===== src/dcache_defines.svh =====
`ifndef DCACHE_DEFINES_SVH
`define DCACHE_DEFINES_SVH

// Cache geometry
`define DCACHE_WAYS 4
`define DCACHE_SETS 16
`define DCACHE_LINE_BYTES 16
`define DCACHE_ADDR_WIDTH 32

// Derived widths
`define DCACHE_LINE_WORDS (`DCACHE_LINE_BYTES / 4)
`define DCACHE_LINE_BITS (`DCACHE_LINE_BYTES * 8)
`define DCACHE_SET_BITS $clog2(`DCACHE_SETS)
`define DCACHE_WAY_BITS $clog2(`DCACHE_WAYS)
`define DCACHE_LANE_BITS $clog2(`DCACHE_LINE_WORDS)
`define DCACHE_TAG_BITS (`DCACHE_ADDR_WIDTH - `DCACHE_SET_BITS - `DCACHE_LANE_BITS - 2)

`endif

===== src/dcache_addr_pkg.sv =====
`include "dcache_defines.svh"

package dcache_addr_pkg;

	typedef logic [`DCACHE_SET_BITS - 1:0] set_idx_t;
	typedef logic [`DCACHE_TAG_BITS - 1:0] tag_t;
	typedef logic [`DCACHE_WAY_BITS - 1:0] way_idx_t;

	// Word position inside a line
	typedef logic [`DCACHE_LANE_BITS - 1:0] lane_idx_t;

	// Byte position inside a word, 0 is the most significant byte
	typedef logic [1:0] byte_off_t;

	// Byte address split into its cache fields
	typedef struct packed {
		tag_t tag;
		set_idx_t set_idx;
		lane_idx_t lane;
		byte_off_t offset;
	} line_addr_t;

endpackage


===== src/dcache_req_pkg.sv =====
`include "dcache_defines.svh"

package dcache_req_pkg;

	typedef enum logic [1:0] {
		SIZE_BYTE = 2'd0,
		SIZE_HALF = 2'd1,
		SIZE_WORD = 2'd2
	} access_size_t;

	// Scalar load or store from the requester
	typedef struct packed {
		logic [3:0] id;
		logic is_load;
		access_size_t size;
		dcache_addr_pkg::line_addr_t addr;
		logic [31:0] store_value;
	} dcache_req_t;

	// Lookup and store command broadcast to every way
	typedef struct packed {
		logic lookup_valid;
		logic is_load;
		logic [3:0] id;
		dcache_addr_pkg::line_addr_t addr;
		logic [`DCACHE_LINE_BITS - 1:0] store_data;
		logic [`DCACHE_LINE_BYTES - 1:0] store_mask;
	} way_cmd_t;

	// Whole line refill into a chosen way
	typedef struct packed {
		dcache_addr_pkg::way_idx_t way;
		dcache_addr_pkg::set_idx_t set_idx;
		dcache_addr_pkg::tag_t tag;
		logic [`DCACHE_LINE_BITS - 1:0] data;
	} fill_t;

	typedef struct packed {
		logic [3:0] id;
		logic is_load;
		logic hit;
		logic [31:0] load_word;
		logic [`DCACHE_ADDR_WIDTH - 1:0] line_addr;
		dcache_addr_pkg::way_idx_t victim;
	} dcache_resp_t;

endpackage


===== src/dcache_hit_resolve.sv =====
`include "dcache_defines.svh"

module dcache_hit_resolve(
	input clk,
	input reset,
	input logic lookup_valid,
	input dcache_req_pkg::dcache_resp_t lookup_info,
	input logic [`DCACHE_WAYS - 1:0] way_hit,
	input logic [31:0] way_word[`DCACHE_WAYS],
	input logic fill_cmd_valid,
	input dcache_req_pkg::fill_t fill_cmd,
	output logic resp_valid,
	output dcache_req_pkg::dcache_resp_t resp);

	dcache_addr_pkg::line_addr_t lookup_addr;
	dcache_addr_pkg::way_idx_t hit_way;
	dcache_addr_pkg::way_idx_t victim;
	dcache_addr_pkg::set_idx_t lru_access_set;
	dcache_addr_pkg::way_idx_t lru_access_way;
	dcache_req_pkg::dcache_resp_t resp_next;
	logic any_hit;
	logic lru_access_en;

	assign lookup_addr = lookup_info.line_addr;
	assign any_hit = |way_hit;

	// One-hot to index
	always_comb
	begin
		hit_way = '0;
		for (int i = 0; i < `DCACHE_WAYS; i++)
		begin
			if (way_hit[i])
				hit_way = dcache_addr_pkg::way_idx_t'(i);
		end
	end

	// Fill takes the LRU port when both arrive in one cycle
	assign lru_access_en = fill_cmd_valid || (lookup_valid && any_hit);
	assign lru_access_set = fill_cmd_valid ? fill_cmd.set_idx : lookup_addr.set_idx;
	assign lru_access_way = fill_cmd_valid ? fill_cmd.way : hit_way;

	dcache_plru plru(
		.clk(clk),
		.reset(reset),
		.access_en(lru_access_en),
		.access_set(lru_access_set),
		.access_way(lru_access_way),
		.lookup_set(lookup_addr.set_idx),
		.victim(victim));

	// Victim comes from the tree before this access updates it
	always_comb
	begin
		resp_next = lookup_info;
		resp_next.hit = any_hit;
		resp_next.load_word = any_hit ? way_word[hit_way] : '0;
		resp_next.victim = victim;
	end

	always_ff @(posedge clk, posedge reset)
	begin
		if (reset)
			resp_valid <= 1'b0;
		else
			resp_valid <= lookup_valid;
	end

	always_ff @(posedge clk)
	begin
		if (lookup_valid)
			resp <= resp_next;
	end

	// Tags in different ways never alias
	assert property (@(posedge clk) disable iff (reset)
		lookup_valid |-> $onehot0(way_hit));

endmodule


===== src/dcache_plru.sv =====
`include "dcache_defines.svh"

module dcache_plru(
	input clk,
	input reset,
	input logic access_en,
	input dcache_addr_pkg::set_idx_t access_set,
	input dcache_addr_pkg::way_idx_t access_way,
	input dcache_addr_pkg::set_idx_t lookup_set,
	output dcache_addr_pkg::way_idx_t victim);

	typedef struct packed {
		logic root;
		logic low;
		logic high;
	} tree_t;

	tree_t tree[`DCACHE_SETS];
	tree_t lookup_tree;
	tree_t next_tree;

	// Turn the path to the accessed way away from it
	always_comb
	begin
		next_tree = tree[access_set];
		if (!access_way[1])
		begin
			next_tree.root = 1'b1;
			next_tree.low = !access_way[0];
		end
		else
		begin
			next_tree.root = 1'b0;
			next_tree.high = !access_way[0];
		end
	end

	// Victim follows the tree bits
	assign lookup_tree = tree[lookup_set];

	always_comb
	begin
		if (!lookup_tree.root)
			victim = lookup_tree.low ? 2'd1 : 2'd0;
		else
			victim = lookup_tree.high ? 2'd3 : 2'd2;
	end

	always_ff @(posedge clk, posedge reset)
	begin
		if (reset)
		begin
			for (int i = 0; i < `DCACHE_SETS; i++)
				tree[i] <= '0;
		end
		else if (access_en)
			tree[access_set] <= next_tree;
	end

endmodule


===== config.mk =====
export PLATFORM = sky130hd
export DESIGN_NAME = dcache_hit_resolve
export DESIGN_NICKNAME = d
export VERILOG_FILES = /design/src/dcache_addr_pkg.sv /design/src/dcache_req_pkg.sv /design/src/dcache_hit_resolve.sv /design/src/dcache_plru.sv
export VERILOG_INCLUDE_DIRS = /design/src
export SDC_FILE = /design/constraint.sdc
export NUM_CORES = 1
export LEC_CHECK = 0
export BUFFER_PORTS_ARGS = -buffer_cell sky130_fd_sc_hd__buf_2
export CORE_AREA = 4 4 167 169
export CTS_CLUSTER_DIAMETER = 50
export CTS_CLUSTER_SIZE = 25
export DETAILED_ROUTE_END_ITERATION = 8
export DIE_AREA = 0 0 171 173
export SYNTH_ARGS = -nofsm -noshare
export SYNTH_HDL_FRONTEND = slang
export SYNTH_HIERARCHICAL = 1
export SYNTH_SLANG_ARGS = --single-unit
export TNS_END_PERCENT = 5

===== constraint.sdc =====
create_clock -name clk -period 1.8 [get_ports clk]
set_clock_uncertainty 0.05 [all_clocks]
set_input_delay 0.27 -clock clk [delete_from_list [all_inputs] [get_ports clk]]
set_output_delay 0.27 -clock clk [all_outputs]
set_load 0.05 [all_outputs]

==> results of run 1 <==
## worst min-delay path, delay by kind of cell
kind	cells	cell delay, ns
AO/OA/AOI/OAI	2	0.11
buffers and inverters	1	0.07
## flip-flops by register name, indices dropped and copies added, names as in the netlist
name	flops
resp_valid	1
resp	72
plru/tree	48
## final timing paths
path | to | slack [ns] | cells after the start
max | resp[0] | -0.16 | 5
min | resp[50] | 0.10 | 3
max reg2reg | resp[0] | -0.16 | 5
min reg2reg | plru/tree[26] | 0.44 | 2
max in group asynchronous | plru/tree[44] | 0.72 | 4
min in group asynchronous | resp_valid | 0.20 | 3
## area by class of cell
class | count | area (um2)
fill | 2690 | 17670
sequential | 121 | 3388
timing repair buffer | 369 | 2262
multi-input combinational | 242 | 2217
clock buffer | 19 | 432.9
tap | 341 | 426.7
clock inverter | 13 | 145.1
inverter | 6 | 22.52
antenna | 5 | 12.51
## per-layer routing
| metal | track usage [%] | up-vias | wire [um] |
|---|---|---|---|
| met2 | 20.58 | 292 | 9079 |
| met5 | 0 | - | 179 |
| met4 | 2.443 | 28 | 193 |
| met1 | 24.05 | 2357 | 11550 |
| met3 | 10.68 | 41 | 4266 |
| li1 | - | 2277 | - |
## timing repair
| action | in CTS | in global routing |
|---|---|---|
| gates resized for setup | 11 | 3 |
| pin swaps | 1 | 0 |
| hold endpoints to repair | 53 | 0 |
| setup buffers | 1 | 0 |
| hold buffers | 34 | 0 |
| endpoints found under the setup margin | 33 | 34 |
## cell usage after synthesis (2+ instances only)
master,number,area (um2)
buf_1,2,7.510
nand3_1,6,30.03
o22ai_1,2,12.51
clkbuf_1,5,18.77
clkbuf_2,3,15.01
nand2b_1,2,12.51
dfrtp_1,49,1226
inv_1,6,22.52
o21ai_1,30,150.1
a21oi_1,8,40.04
nor2b_1,5,31.28
a22oi_2,11,137.6
buf_6,7,78.83
nand2_1,16,60.06
mux2i_1,42,420.4
mux4_2,15,337.8
a22oi_1,22,165.2
nor3_1,5,25.02
mux4_1,4,105.1
nor2_1,10,37.54
mux2_2,39,439.2
nand4_1,2,12.51
o21ai_0,12,60.06
buf_2,7,35.03
buf_4,5,37.54
edfxtp_1,72,2162
## metrics by stage
stage	TNS, ns	instance area [um2]	cells
2_1_floorplan	-12.21	5817	398
5_1_grt	-4.070	8895	1111
3_5_place_dp	-21.69	7943	1044
4_1_cts	-2.034	8887	1111
6_report	-1.607	8907	1116
3_3_place_gp	-20.79	7943	1044
## kinds of logic (layout without fill, tap and decap cells)
group	after synthesis	after routing	synth area share [%]
simple gates	51	51	4.190
buf+inv	35	407	3.715
mux	101	101	22.87
other cells	0	5	0
compound gates	90	90	10.73
flops	121	121	58.49
## power by group through the flow
stage	Clock [mW]	Combinational, mW	Sequential [mW]
floorplan	0	1.25	4.41
global placement	0	2.87	3.97
CTS	3.43	3.05	3.94
detailed placement	0	2.91	3.98
finish	3.33	3.04	3.95
global route	3.57	3.25	4.00
==> results by stage, run 1 <==
Run status:
- The run finished, with violations left.
- The final reports fail on setup timing.

Route:
- After detailed routing, the number of vias per cell comes to 4.476.
- The vias after detailed routing is roughly 5,000.
- Once detail routing completed, the nets flagged for antenna violations numbered 0.
- The routed design has 25,270 um of wire.
- The routed length per placed instance is 22.64 um.
- After the first detailed-routing iteration, the DRC count stood at approximately 430.
- The first-pass detailed-route iteration total is 6.
- After detailed routing, the number of remaining DRC violations is 0.

Critical path:
- The critical path starts at plru/tree[35].
- Of all nets on the critical path, the largest fanout is 3.
- The number of buffers and inverters on the critical path is 1.
- For this run, the slowest stage of the critical path takes between 0.4 and 0.5 ns.
- The capturing element type of the critical path is a flip-flop.
- At the worst endpoint, the required time is between 2 and 2.5 ns.
- The category of the worst setup path launch point is a flip-flop.
- The signal on the critical path passes through mux4_2 > mux2_4 > mux2i_1 > mux4_2 > inv_1.
- The master of the slowest instance on the critical path is mux4_2.
- The worst register-to-register path begins at plru/tree[35].
- The critical path class is reg -> reg.
- The kind of cell with the highest combined delay along the critical path is multiplexers.
- The cell repeated most along the worst path is mux4_2.
- Data on the critical path arrives at its endpoint at between 2 and 2.5 ns.

Clock network:
- The TritonCTS sink count is 121.
- The clock reaches the later pin of the worst-skew pair after between 0.4 and 0.5 ns.
- The H-tree level count is 4.
- The number of clock buffers added by TritonCTS is 17.
- The number of buffers between clock root and the deepest sink is 2.
- Clock-pin slew was measured on the worst setup and hold paths at 0.06 ns.
- The clock tree from TritonCTS is done.
- CTS placed an instance of clkbuf_16 at the clock tree root.

STA:
- The shortest period the worst path allows is 1.965 ns.
- The highest clock frequency the design can meet is 0.5090 GHz.
- Setup violations remaining at the end of the flow were counted as 33.
- The number of hold-slack violations in the final timing report is 0.
- The count of pins over their slew limit is 0.
- In the finished design, the share of the clock period the worst path needs comes to 109.1%.
- In this run the tightest slew margin relative to its limit is between 30% and 40%.
- The worst-margin pin slew is approximately 1 ns.
- Final hold analysis gives a worst-case slack of 0.1032 ns.
- Setup repair after global routing could not meet its margin everywhere.
- The final worst slack is -0.1646 ns.

Cells and area:
- The most common library cell in the layout ignoring fill and taps is buf_2.
- In the layout the commonest cells are buf_2 (250), buf_4 (81), edfxtp_1 (72).
- The growth of design area from synthesis to finish is 53.76%.
- The post-route netlist has 57.27% of its cells at a drive strength greater than 1.
- The net count of the finished layout is approximately 1,100.
- The share of the core filled with cells is 33.52%.

Pwr:
- The internal portion of the total power is 7.125 mW.
- In this run the power spent charging and discharging nets is approximately 3.2 mW.
- The share of total power dissipated in the clock network is 32.3%.
- The areal power density over the cells is about 1200 nW/um2.
- Net switching is between 30% and 40% of the power.
- Combinational cells account for 29.4% of the total power.
- Summed over all cells, the static leakage comes to around 4.0 nW.
- IR analysis of the VDD net gives a maximum drop of about 700 uV.
- The sequential fraction of design power is 38.2%.
- Power comes to 10.32 mW.

Placed design:
- Detailed placement ended at an HPWL of 20,640 um.
- The number of buffers inserted by port buffering is 251.
- The congestion estimate from routability-driven global placement came to 0.8479.
- The setup slack after placement is -0.6104 ns.

Global route:
- Entering global routing, the biggest net connects 74 pins.
- The combined global-route utilization of all metal layers is 16.47%.
- Global routing finished with a remaining overflow of 0.
- The initial antenna violation count is 28.
- The via count of the first global-routing pass is roughly 5,000.
- The wire length of the first global-routing pass is 34,900 um.

Die:
- Pin placement for this block handled 439 I/O pins.
- The initial utilization of the core area, before any placement, comes to around 22%.
- The die covers slightly below 30,000 um2.
- The total area inside the core boundary comes to 26,580 um2.
- The overall die height is 173 um.
- The number of cell rows is 60.
- The floorplan step set the die width to about 170 um.

Logic synthesis:
- The gate count of the mapped netlist is 398.
- After synthesis, the mean cell area works out to 14.56 um2.
- The most used flip-flop cell after synthesis is edfxtp_1.
- The mapped netlist covers 5793 um2.
- Sequential elements use 58.49% of the synthesized area.
- The async set-or-reset flop fraction in the synthesized netlist is 40.50%.
- The number of different library cells used by synthesis comes to 37.
- The synthesized netlist net count is 764.
- During synthesis, Yosys emitted a total of 6 warnings.
- Counting flops and latches in the post-synthesis netlist gives roughly 120.
- The synthesized design contains 72 enable-type register cells.

Run:
- The tool flagged a number of max-cap violations equal to 0.

Min path:
- The path category of the worst min-delay check is in -> reg.
- The worst hold path begins at way_word[48].
Power figures use the tool's default switching activity.
==> run 2: changes to the inputs <==
ABC_AREA = 1   (was not set)
CORE_AREA = not set   (was 4 4 167 169)
CORE_MARGIN = 4   (was not set)
CORE_UTILIZATION = 25   (was not set)
DIE_AREA = not set   (was 0 0 171 173)
==> run 2 against run 1 <==
Against the previous run:
- the flow now finishes without violations
- sequential power shrank 4%
- synthesized cell count grew 130%
- register-to-register slack gained 0.52 ns
- die area grew 2.6%
- sequential share of layout area shrank 4.0 points
- fmax grew 19%
- first-iteration DRC count grew 3.7%
- routed wire length grew 6.8%
==> results by stage, run 2 <==
Global route:
- The met2 global-route usage is 27.36% (+6.8 points).
- The met1 demand-to-capacity share in global routing is 22.29% (-1.8 points).
- The routing usage on met3 is 4.241% (-6.4 points).
- The via count of the first global-routing pass was 6,879 (+37%).
- The global-route congestion overflow total was 0 (unchanged).
- The largest net degree at the start of global routing is 74 (unchanged).
- The combined global-route utilization of all metal layers came to 17.33% (+0.86 points).
- The wire length of the first global-routing pass is 39,990 um (+15%).
- The initial antenna violation count is 1 (-96%).
- The global-route layer with the greatest usage is met2.

STA:
- The worst-margin pin slew is 0.4602 ns (-0.5140 ns).
- Setup repair after global routing left no endpoint under its margin.
- The shortest period the worst path allows came to 1.650 ns (-0.3145 ns).
- The count of pins over their slew limit came to 0 (unchanged).
- The setup violation total in the final timing report is 0 (-100%).
- The number of hold-slack violations in the final timing report is 0 (unchanged).
- The portion of the clock cycle consumed by the worst path in the final layout is 91.67% (-17 points).
- The final worst slack is 0.1499 ns (+0.3145 ns).
- The highest clock frequency the design can meet is 0.6060 GHz (+19%).
- The worst slew slack as a fraction of its limit is 69.32% (+34 points).

Cells and area:
- The most common library cell in the layout ignoring fill and taps is nand2_1.
- The share of post-route cells with drive strength above 1 is 32.15% (-25 points).
- The number of antenna diodes is 0 (-5).
- resp holds more flip-flops than any other register.
- The number of flip-flops under the largest register name came to 72 (unchanged).
- The final design instance area without fill is 9953 um2 (+12%).
- The largest registers in the layout are resp (72), plru/tree (48), resp_valid (1).
- The net count reported at finish is 1,616 (+44%).
- From synthesis to final layout, the design area changed by 44.09%.
- The share of the core filled with cells is 36.73% (+3.2 points).
- The top cell types in the final layout, fill and taps aside, are nand2_1 (270), buf_2 (250), nor2_1 (189).

Placed design:
- The final weighted congestion in routability-driven placement is 0.9352 (+10%).
- The setup slack after placement is -0.1959 ns (+0.4145 ns).
- The HPWL after detailed placement is 20,610 um (-0.15%).
- The number of buffers inserted by port buffering is 251 (unchanged).
- The placed cell area is 9009 um2 (+13%).

Clock network:
- The clock root buffer master is clkbuf_16.
- The register clock-pin slew on the reported worst setup and hold paths is 0.06 ns (about the same).
- The number of post-CTS setup repair buffers is 0 (-1).
- The TritonCTS sink count came to 121 (unchanged).
- The number of buffers between clock root and the deepest sink was 2 (unchanged).
- The number of buffers inserted for hold repair after clock tree synthesis is 34 (unchanged).
- The clock buffer count from CTS is 17 (unchanged).
- The post-cts repair resize count was 0 (-11).
- TritonCTS built the clock tree.
- The clock latency of the later-clocked register in the worst-skew pair is 0.42 ns (about the same).
- The H-tree level count is 4 (unchanged).

Logic synthesis:
- The gate count of the mapped netlist is 918 (+130%).
- The area of the mapped netlist is 6908 um2 (+19%).
- The number of warnings issued by yosys is 6 (unchanged).
- The share of the synthesized area in the top cell type is 31.30% (-6.0 points).
- Sorting the synthesized cells by how often they occur yields nand2_1 (270), nor2_1 (190), inv_1 (119), nand3_1 (75), edfxtp_1 (72).
- By area the synthesized netlist is led by edfxtp_1 (31%), dfrtp_1 (18%), nand2_1 (15%).
- The number of enable-type register cells in the synthesized netlist was 72 (unchanged).
- The async set-or-reset flop fraction in the synthesized netlist was 40.50% (unchanged).
- The most used flip-flop cell after synthesis is edfxtp_1.
- The post-synthesis average cell area is 7.525 um2 (-48%).
- The sequential share of the synthesized area is 49.05% (-9.4 points).
- The register bit total from synthesis is 121 (unchanged).
- The synthesized netlist net count is 1,284 (+68%).
- The dominant cell by count in the synthesized netlist is nand2_1.
- Of all cell types, the one taking the most synthesized area is edfxtp_1.
- The number of distinct standard cells referenced by the synthesized netlist is 23 (-38%).

Route:
- The final wirelength is 27,000 um (+6.8%).
- The routed length per placed instance is 16.51 um (-27%).
- The detailed-route vias per instance is 4.316 (-3.6%).
- The vias after detailed routing is 7,056 (+41%).
- The initial detailed-routing violation count is 450 (+3.7%).
- The remaining design rule violation count was 0 (unchanged).
- The count of nets left with antenna violations after detail routing is 0 (unchanged).
- The first-pass detailed-route iteration total is 5 (-1).

Critical path:
- The maximum fanout encountered on the critical timing path is 4 (+1).
- The maximum single-stage delay on the critical path came to 0.28 ns (-0.18 ns).
- The capturing element type of the critical path is a flip-flop.
- Traced cell by cell, the critical path runs through buf_2 > inv_1 > nand2_2 > nor3_4 > inv_1 > nand2_1 > nand2_1 > inv_1 > nor2_1 > inv_1 > nor2_1 > buf_4 > nand2_1 > o21ai_0.
- The number of cells on the worst reg-to-reg path is 9 (+4).
- The critical path is of the in -> reg type.
- The required time reported for the critical path endpoint came to 2.04 ns (about the same).
- The worst setup path is launched from a primary input.
- The worst register-to-register path begins at plru/tree[14].
- The endpoint of the worst-slack reg-to-reg timing path is resp[0].
- The master of the slowest instance on the critical path is nor3_4.
- Among the stages of the critical path, the cell type that occurs most often is inv_1.
- The reg2reg setup slack is 0.36 ns (+0.52 ns).
- The worst path arrival time is 1.89 ns (-0.32 ns).

Die:
- The core outline area is 27,100 um2 (+2.0%).
- The starting utilization of the core area is 25.49% (+3.7 points).
- The floorplan die area is 30,350 um2 (+2.6%).
- The number of cell rows is 60 (unchanged).
- The overall die height is 174.2 um (+0.71%).
- The horizontal extent of the die is 174.2 um (+1.9%).
- The number of top-level pins is 439 (unchanged).

Pwr:
- The leakage power figure is 5.071 nW (+28%).
- The maximum vdd ir drop is 659.7 uV (-3.7%).
- The areal power density over the cells is 1012 nW/um2 (-13%).

Min path:
- The cell count of the worst hold path is 2 (-1).
- The worst hold endpoint is resp[9].
- The startpoint identified for the worst hold timing path is lookup_info[9].
- The path category of the worst min-delay check is in -> reg.

Run:
- The max-capacitance violation count came to 0 (unchanged).

Run status:
- The run finished with clean final reports.
==> run 2: through the flow <==
stage          hold WS, ns  setup TNS [ns]  power (mW)  std cells
2_1_floorplan     -0.05129               0       5.439        918
3_3_place_gp       0.07493          -7.213       6.431       1569
3_5_place_dp       0.08062          -8.137       6.465       1569
4_1_cts             0.1494               0       10.20       1635
5_1_grt             0.1649               0       10.63       1635
6_report            0.1735               0       10.07       1635
==> run 2: how the worst max path moves through the flow <==
stage | startpoint | endpoint | slack, ns | depth (start not counted)
2_1_floorplan | way_hit[2] | plru/tree[3] | 0.13 | 8
4_1_cts | way_hit[2] | plru/tree[2] | 0.25 | 13
3_5_place_dp | way_hit[2] | plru/tree[2] | -0.20 | 13
6_report | way_hit[2] | plru/tree[5] | 0.15 | 14
5_1_grt | way_hit[2] | plru/tree[5] | 0.06 | 14
3_3_place_gp | lookup_info[6] | resp[0] | -0.16 | 10
==> run 2: cell families (layout without fill, tap and decap cells) <==
| kind of cell | after synthesis | in the layout | synth area share (%) |
|---|---|---|---|
| flops | 121 | 121 | 49.05 |
| buf+inv | 163 | 508 | 10.23 |
| simple gates | 554 | 554 | 32.91 |
| compound gates | 80 | 80 | 7.807 |
==> run 2: layer usage <==
layer,vias to the layer above,wire [um]
li1,3532,-
met1,3106,11670
met2,383,11760
met3,35,2539
met4,0,1032
met5,-,0
==> run 2: power by group <==
group	switching, mW	internal, mW	total [mW]	leakage [nW]
clock	1.49	2.10	3.59	0.297
combinational	1.75	0.941	2.69	3.45
sequential	0.304	3.49	3.79	1.33
total	3.54	6.54	10.1	5.07
==> run 2: layout make-up <==
cell class | instances | area (um2)
tap | 372 | 465.4
inverter | 122 | 457.9
timing repair buffer | 354 | 2217
clock inverter | 15 | 178.9
sequential | 121 | 3388
multi-input combinational | 634 | 2820
fill | 2792 | 17150
clock buffer | 17 | 425.4
==> run 2: critical path, delay by kind of cell <==
kind                   cells  cell delay (ns)
AO/OA/AOI/OAI              1             0.07
buffers and inverters      6             0.81
AND/OR/NAND/NOR            7             0.74
==> run 3: changes to the inputs <==
CORE_AREA = 4 4 167 169   (was not set)
CORE_MARGIN = not set   (was 4)
CORE_UTILIZATION = not set   (was 25)
DIE_AREA = 0 0 171 173   (was not set)
SYNTH_HIERARCHICAL = not set   (was 1)
==> run 3 against run 2 <==
Against the previous run:
- critical path depth is 5 lower
- fmax up 5.8%
- synthesized cell count is 20% lower
- first-iteration DRC count increased by 28%
- highest routed layer is now met5
==> results by stage, run 3 <==
Logic synthesis:
- The xor-xnor portion of the synthesized cell area was 0% (unchanged).
- The number of warnings issued by yosys is 0 (-6).
- The sequential share of the synthesized area came to 55.31% (+6.3 points).
- The share of the synthesized area in the top cell type is 35.29% (+4.0 points).
- The simple-gate share of the synthesized area came to 23.86% (-9.1 points).
- The synthesized netlist net count is 1,099 (-14%).
- The biggest area contributor in the post-synthesis netlist is edfxtp_1.
- The post-synthesis compound-gate area fraction is 15.11% (+7.3 points).
- After synthesis, the cell types taking the most area are edfxtp_1 (35%), dfrtp_1 (20%), nand2_1 (10%).
- Sorting the synthesized cells by how often they occur yields nand2_1 (166), nor2_1 (136), o21ai_0 (100), edfxtp_1 (72), nand3_1 (51).
- The async set-or-reset flop fraction in the synthesized netlist came to 40.50% (unchanged).
- The register bit total from synthesis came to 121 (unchanged).
- The number of distinct standard cells referenced by the synthesized netlist came to 25 (+8.7%).
- The number of enable-type register cells in the synthesized netlist was 72 (unchanged).
- The gate count of the mapped netlist is 733 (-20%).
- Among all flip-flop cells after synthesis, the most frequent one is edfxtp_1.
- The post-synthesis average cell area was 8.357 um2 (+11%).
- The largest family of logic cells by synthesized area is simple AND/OR/NAND/NOR gates.
- The adder-cell area share of the yosys netlist was 0% (unchanged).
- Yosys instantiated no cell more often than nand2_1.
- The multiplexer share of the synthesized area is 0% (unchanged).
- The area of the mapped netlist was 6126 um2 (-11%).

Global route:
- The combined global-route utilization of all metal layers was 18.12% (+0.79 points).
- The via count of the first global-routing pass is 6,500 (-5.5%).
- The global-route congestion overflow total came to 0 (unchanged).
- The initial antenna violation count is 10 (+9).
- The wire length of the first global-routing pass is 39,730 um (-0.64%).
- The largest net degree at the start of global routing is 74 (unchanged).

Critical path:
- The endpoint identified for the worst register-to-register timing path is resp[0].
- The maximum fanout encountered on the critical timing path came to 3 (-1).
- The number of cells on the worst reg-to-reg path is 9 (unchanged).
- The category of the worst setup path launch point is a flip-flop.
- The critical path class is reg -> reg.
- The required time reported for the critical path endpoint is 1.92 ns (-0.12 ns).
- The worst setup path is captured at a flip-flop.
- The worst register-to-register path begins at plru.tree[44].
- The worst path arrival time is 1.68 ns (-0.21 ns).
- The reg2reg setup slack is 0.24 ns (-0.12 ns).
- The launch point of the worst path is plru.tree[44].

Cells and area:
- The net count reported at finish is 1,449 (-10%).
- The number of non-filler instances in the completed layout is 1,438 (-12%).
- The register with the most flip-flops in the final layout is resp.
- The number of flip-flops under the largest register name was 72 (unchanged).
- The multi-input combinational cell area came to 2396 um2 (-15%).
- The number of filler cells placed in the layout is 2,789 (-0.11%).
- Relative to the synthesized area, the layout overhead comes to 51.63%.
- The top cell types in the final layout, fill and taps aside, are buf_2 (250), nand2_1 (166), nor2_1 (136).
- The share of post-route cells with drive strength above 1 is 35.04% (+2.9 points).
- The largest registers in the layout are resp (72), plru.tree (48), resp_valid (1).
- The register area is 3388 um2 (unchanged).
- The final design instance area without fill is 9289 um2 (-6.7%).
- The most common library cell in the layout ignoring fill and taps is buf_2.
- The share of the core filled with cells was 34.95% (-1.8 points).

STA:
- Setup repair after global routing left no endpoint under its margin.
- The portion of the clock cycle consumed by the worst path in the final layout was 86.67% (-5.0 points).
- The worst-margin pin slew is 0.4343 ns (-0.02591 ns).
- The shortest period the worst path allows is 1.560 ns (-0.09014 ns).
- The setup violation total in the final timing report is 0 (unchanged).
- The count of pins over their slew limit is 0 (unchanged).
- The worst slew slack as a fraction of its limit is 70.94% (+1.6 points).
- The final worst slack is 0.2400 ns (+0.09014 ns).
- The number of hold-slack violations in the final timing report is 0 (unchanged).
- The setup TNS after final layout came to 0 ns (unchanged).
- The highest clock frequency the design can meet is 0.6410 GHz (+5.8%).
- The worst-case hold slack is 0.1478 ns (-0.02569 ns).

Die:
- The overall die height is 173 um (-0.70%).
- The number of cell rows is 60 (unchanged).
- The floorplan die area was 29,580 um2 (-2.5%).
- The core outline area came to 26,580 um2 (-1.9%).
- The starting utilization of the core area is 23.05% (-2.4 points).
- The number of top-level pins came to 439 (unchanged).
- The horizontal extent of the die is 171 um (-1.9%).

Placed design:
- The final weighted congestion in routability-driven placement is 0.9192 (-1.7%).
- The number of buffers inserted by port buffering came to 251 (unchanged).
- The placed cell area is 8378 um2 (-7.0%).
- The HPWL after detailed placement is 21,920 um (+6.3%).
- The setup slack after placement was -0.1453 ns (+0.05057 ns).
- The number of placed instances, taps included is 1,371 (-13%).

Min path:
- The worst hold path belongs to the class in -> reg.
- The cell count of the worst hold path is 3 (+1).
- For hold timing, the worst endpoint is resp[49].
- The worst hold path begins at way_word[15].

Pwr:
- The leakage power figure came to 4.397 nW (-13%).
- The maximum vdd ir drop was 412.8 uV (-37%).
- The overall power after layout is 9.750 mW (-3.2%).
- The areal power density over the cells is 1050 nW/um2 (+3.7%).

Clock network:
- The clock latency of the later-clocked register in the worst-skew pair is 0.42 ns (about the same).
- The clock buffer count from CTS is 17 (unchanged).
- The H-tree level count is 4 (unchanged).
- The register clock-pin slew on the reported worst setup and hold paths came to 0.06 ns (about the same).
- The clock root buffer master is clkbuf_16.
- The number of post-CTS setup repair buffers came to 0 (unchanged).
- The clock tree from TritonCTS is done.
- The TritonCTS sink count was 121 (unchanged).
- The number of buffers between clock root and the deepest sink is 2 (unchanged).

Route:
- The remaining design rule violation count is 0 (unchanged).
- The first-pass detailed-route iteration total is 5 (unchanged).
- The top routing layer in use is met5.
- The met2 routed wirelength is 11,400 um (-3.0%).
- The sum of routed wire segments on met1 is 12,320 um (+5.5%).
- The vias after detailed routing is 6,704 (-5.0%).
- The count of nets left with antenna violations after detail routing is 0 (unchanged).
- The initial detailed-routing violation count is 574 (+28%).
- The final wirelength is 27,670 um (+2.5%).
- The wire length on met3 came to 3002 um (+18%).
- The routed length per placed instance is 19.24 um (+17%).
- The detailed-route vias per instance is 4.662 (+8.0%).

Run status:
- The flow ran to the end, and the final reports show no timing, DRC or antenna violations.

Run:
- The max-capacitance violation count is 0 (unchanged).
-- run 3: cell families after synthesis --
logic type | after synthesis
AOI/OAI and AO/OA | 165
and+or+nand+nor | 363
DFF | 121
buffers and inverters | 84
-- run 3: worst max-delay path by stage --
| stage | end | slack, ns | cells after the start |
|---|---|---|---|
| after floorplan | resp[37] | 0.16 | 7 |
| after global routing | resp[0] | 0.1 | 9 |
| final | resp[0] | 0.24 | 9 |
| after global placement | plru.tree[13] | -0.13 | 9 |
| after detailed placement | plru.tree[24] | -0.15 | 9 |
| after CTS | resp[0] | 0.25 | 9 |
-- run 3: power by group --
part,internal (mW),switching (mW),total (mW)
combinational,0.883,1.63,2.51
clock,1.93,1.46,3.39
sequential,3.49,0.352,3.84
-- run 3: what timing repair did --
| action | 4_1_cts | 5_1_grt |
|---|---|---|
| resized for setup | 0 | 0 |
| hold endpoints to repair | 81 | 1 |
| setup endpoints to repair | 0 | 0 |
| hold buffers | 33 | 1 |
-- run 3: critical path: stages (launching register included) --
cell	delay [ns]
dfrtp_1	0.35
nor2_1	0.05
nor2_1	0.07
o21ai_0	0.09
o211ai_1	0.15
nand2_1	0.08
o21ai_0	0.28
inv_1	0.07
nand2_1	0.07
nand2_1	0.06
-- run 3: layer usage --
| layer | global-route usage [%] | up-vias |
|---|---|---|
| met5 | 0 | - |
| met4 | 7.230 | 6 |
| met3 | 5.510 | 39 |
| met2 | 26.81 | 402 |
| met1 | 24.69 | 3071 |
| li1 | - | 3186 |
-- run 3: layout make-up --
| type | instances | area share [%] |
|---|---|---|
| timing repair buffer | 367 | 25.05 |
| tap | 341 | 4.593 |
| clock buffer | 17 | 4.580 |
| clock inverter | 15 | 1.536 |
| multi-input combinational | 528 | 25.79 |
| antenna | 1 | 0.02694 |
| sequential | 121 | 36.48 |
| inverter | 48 | 1.940 |
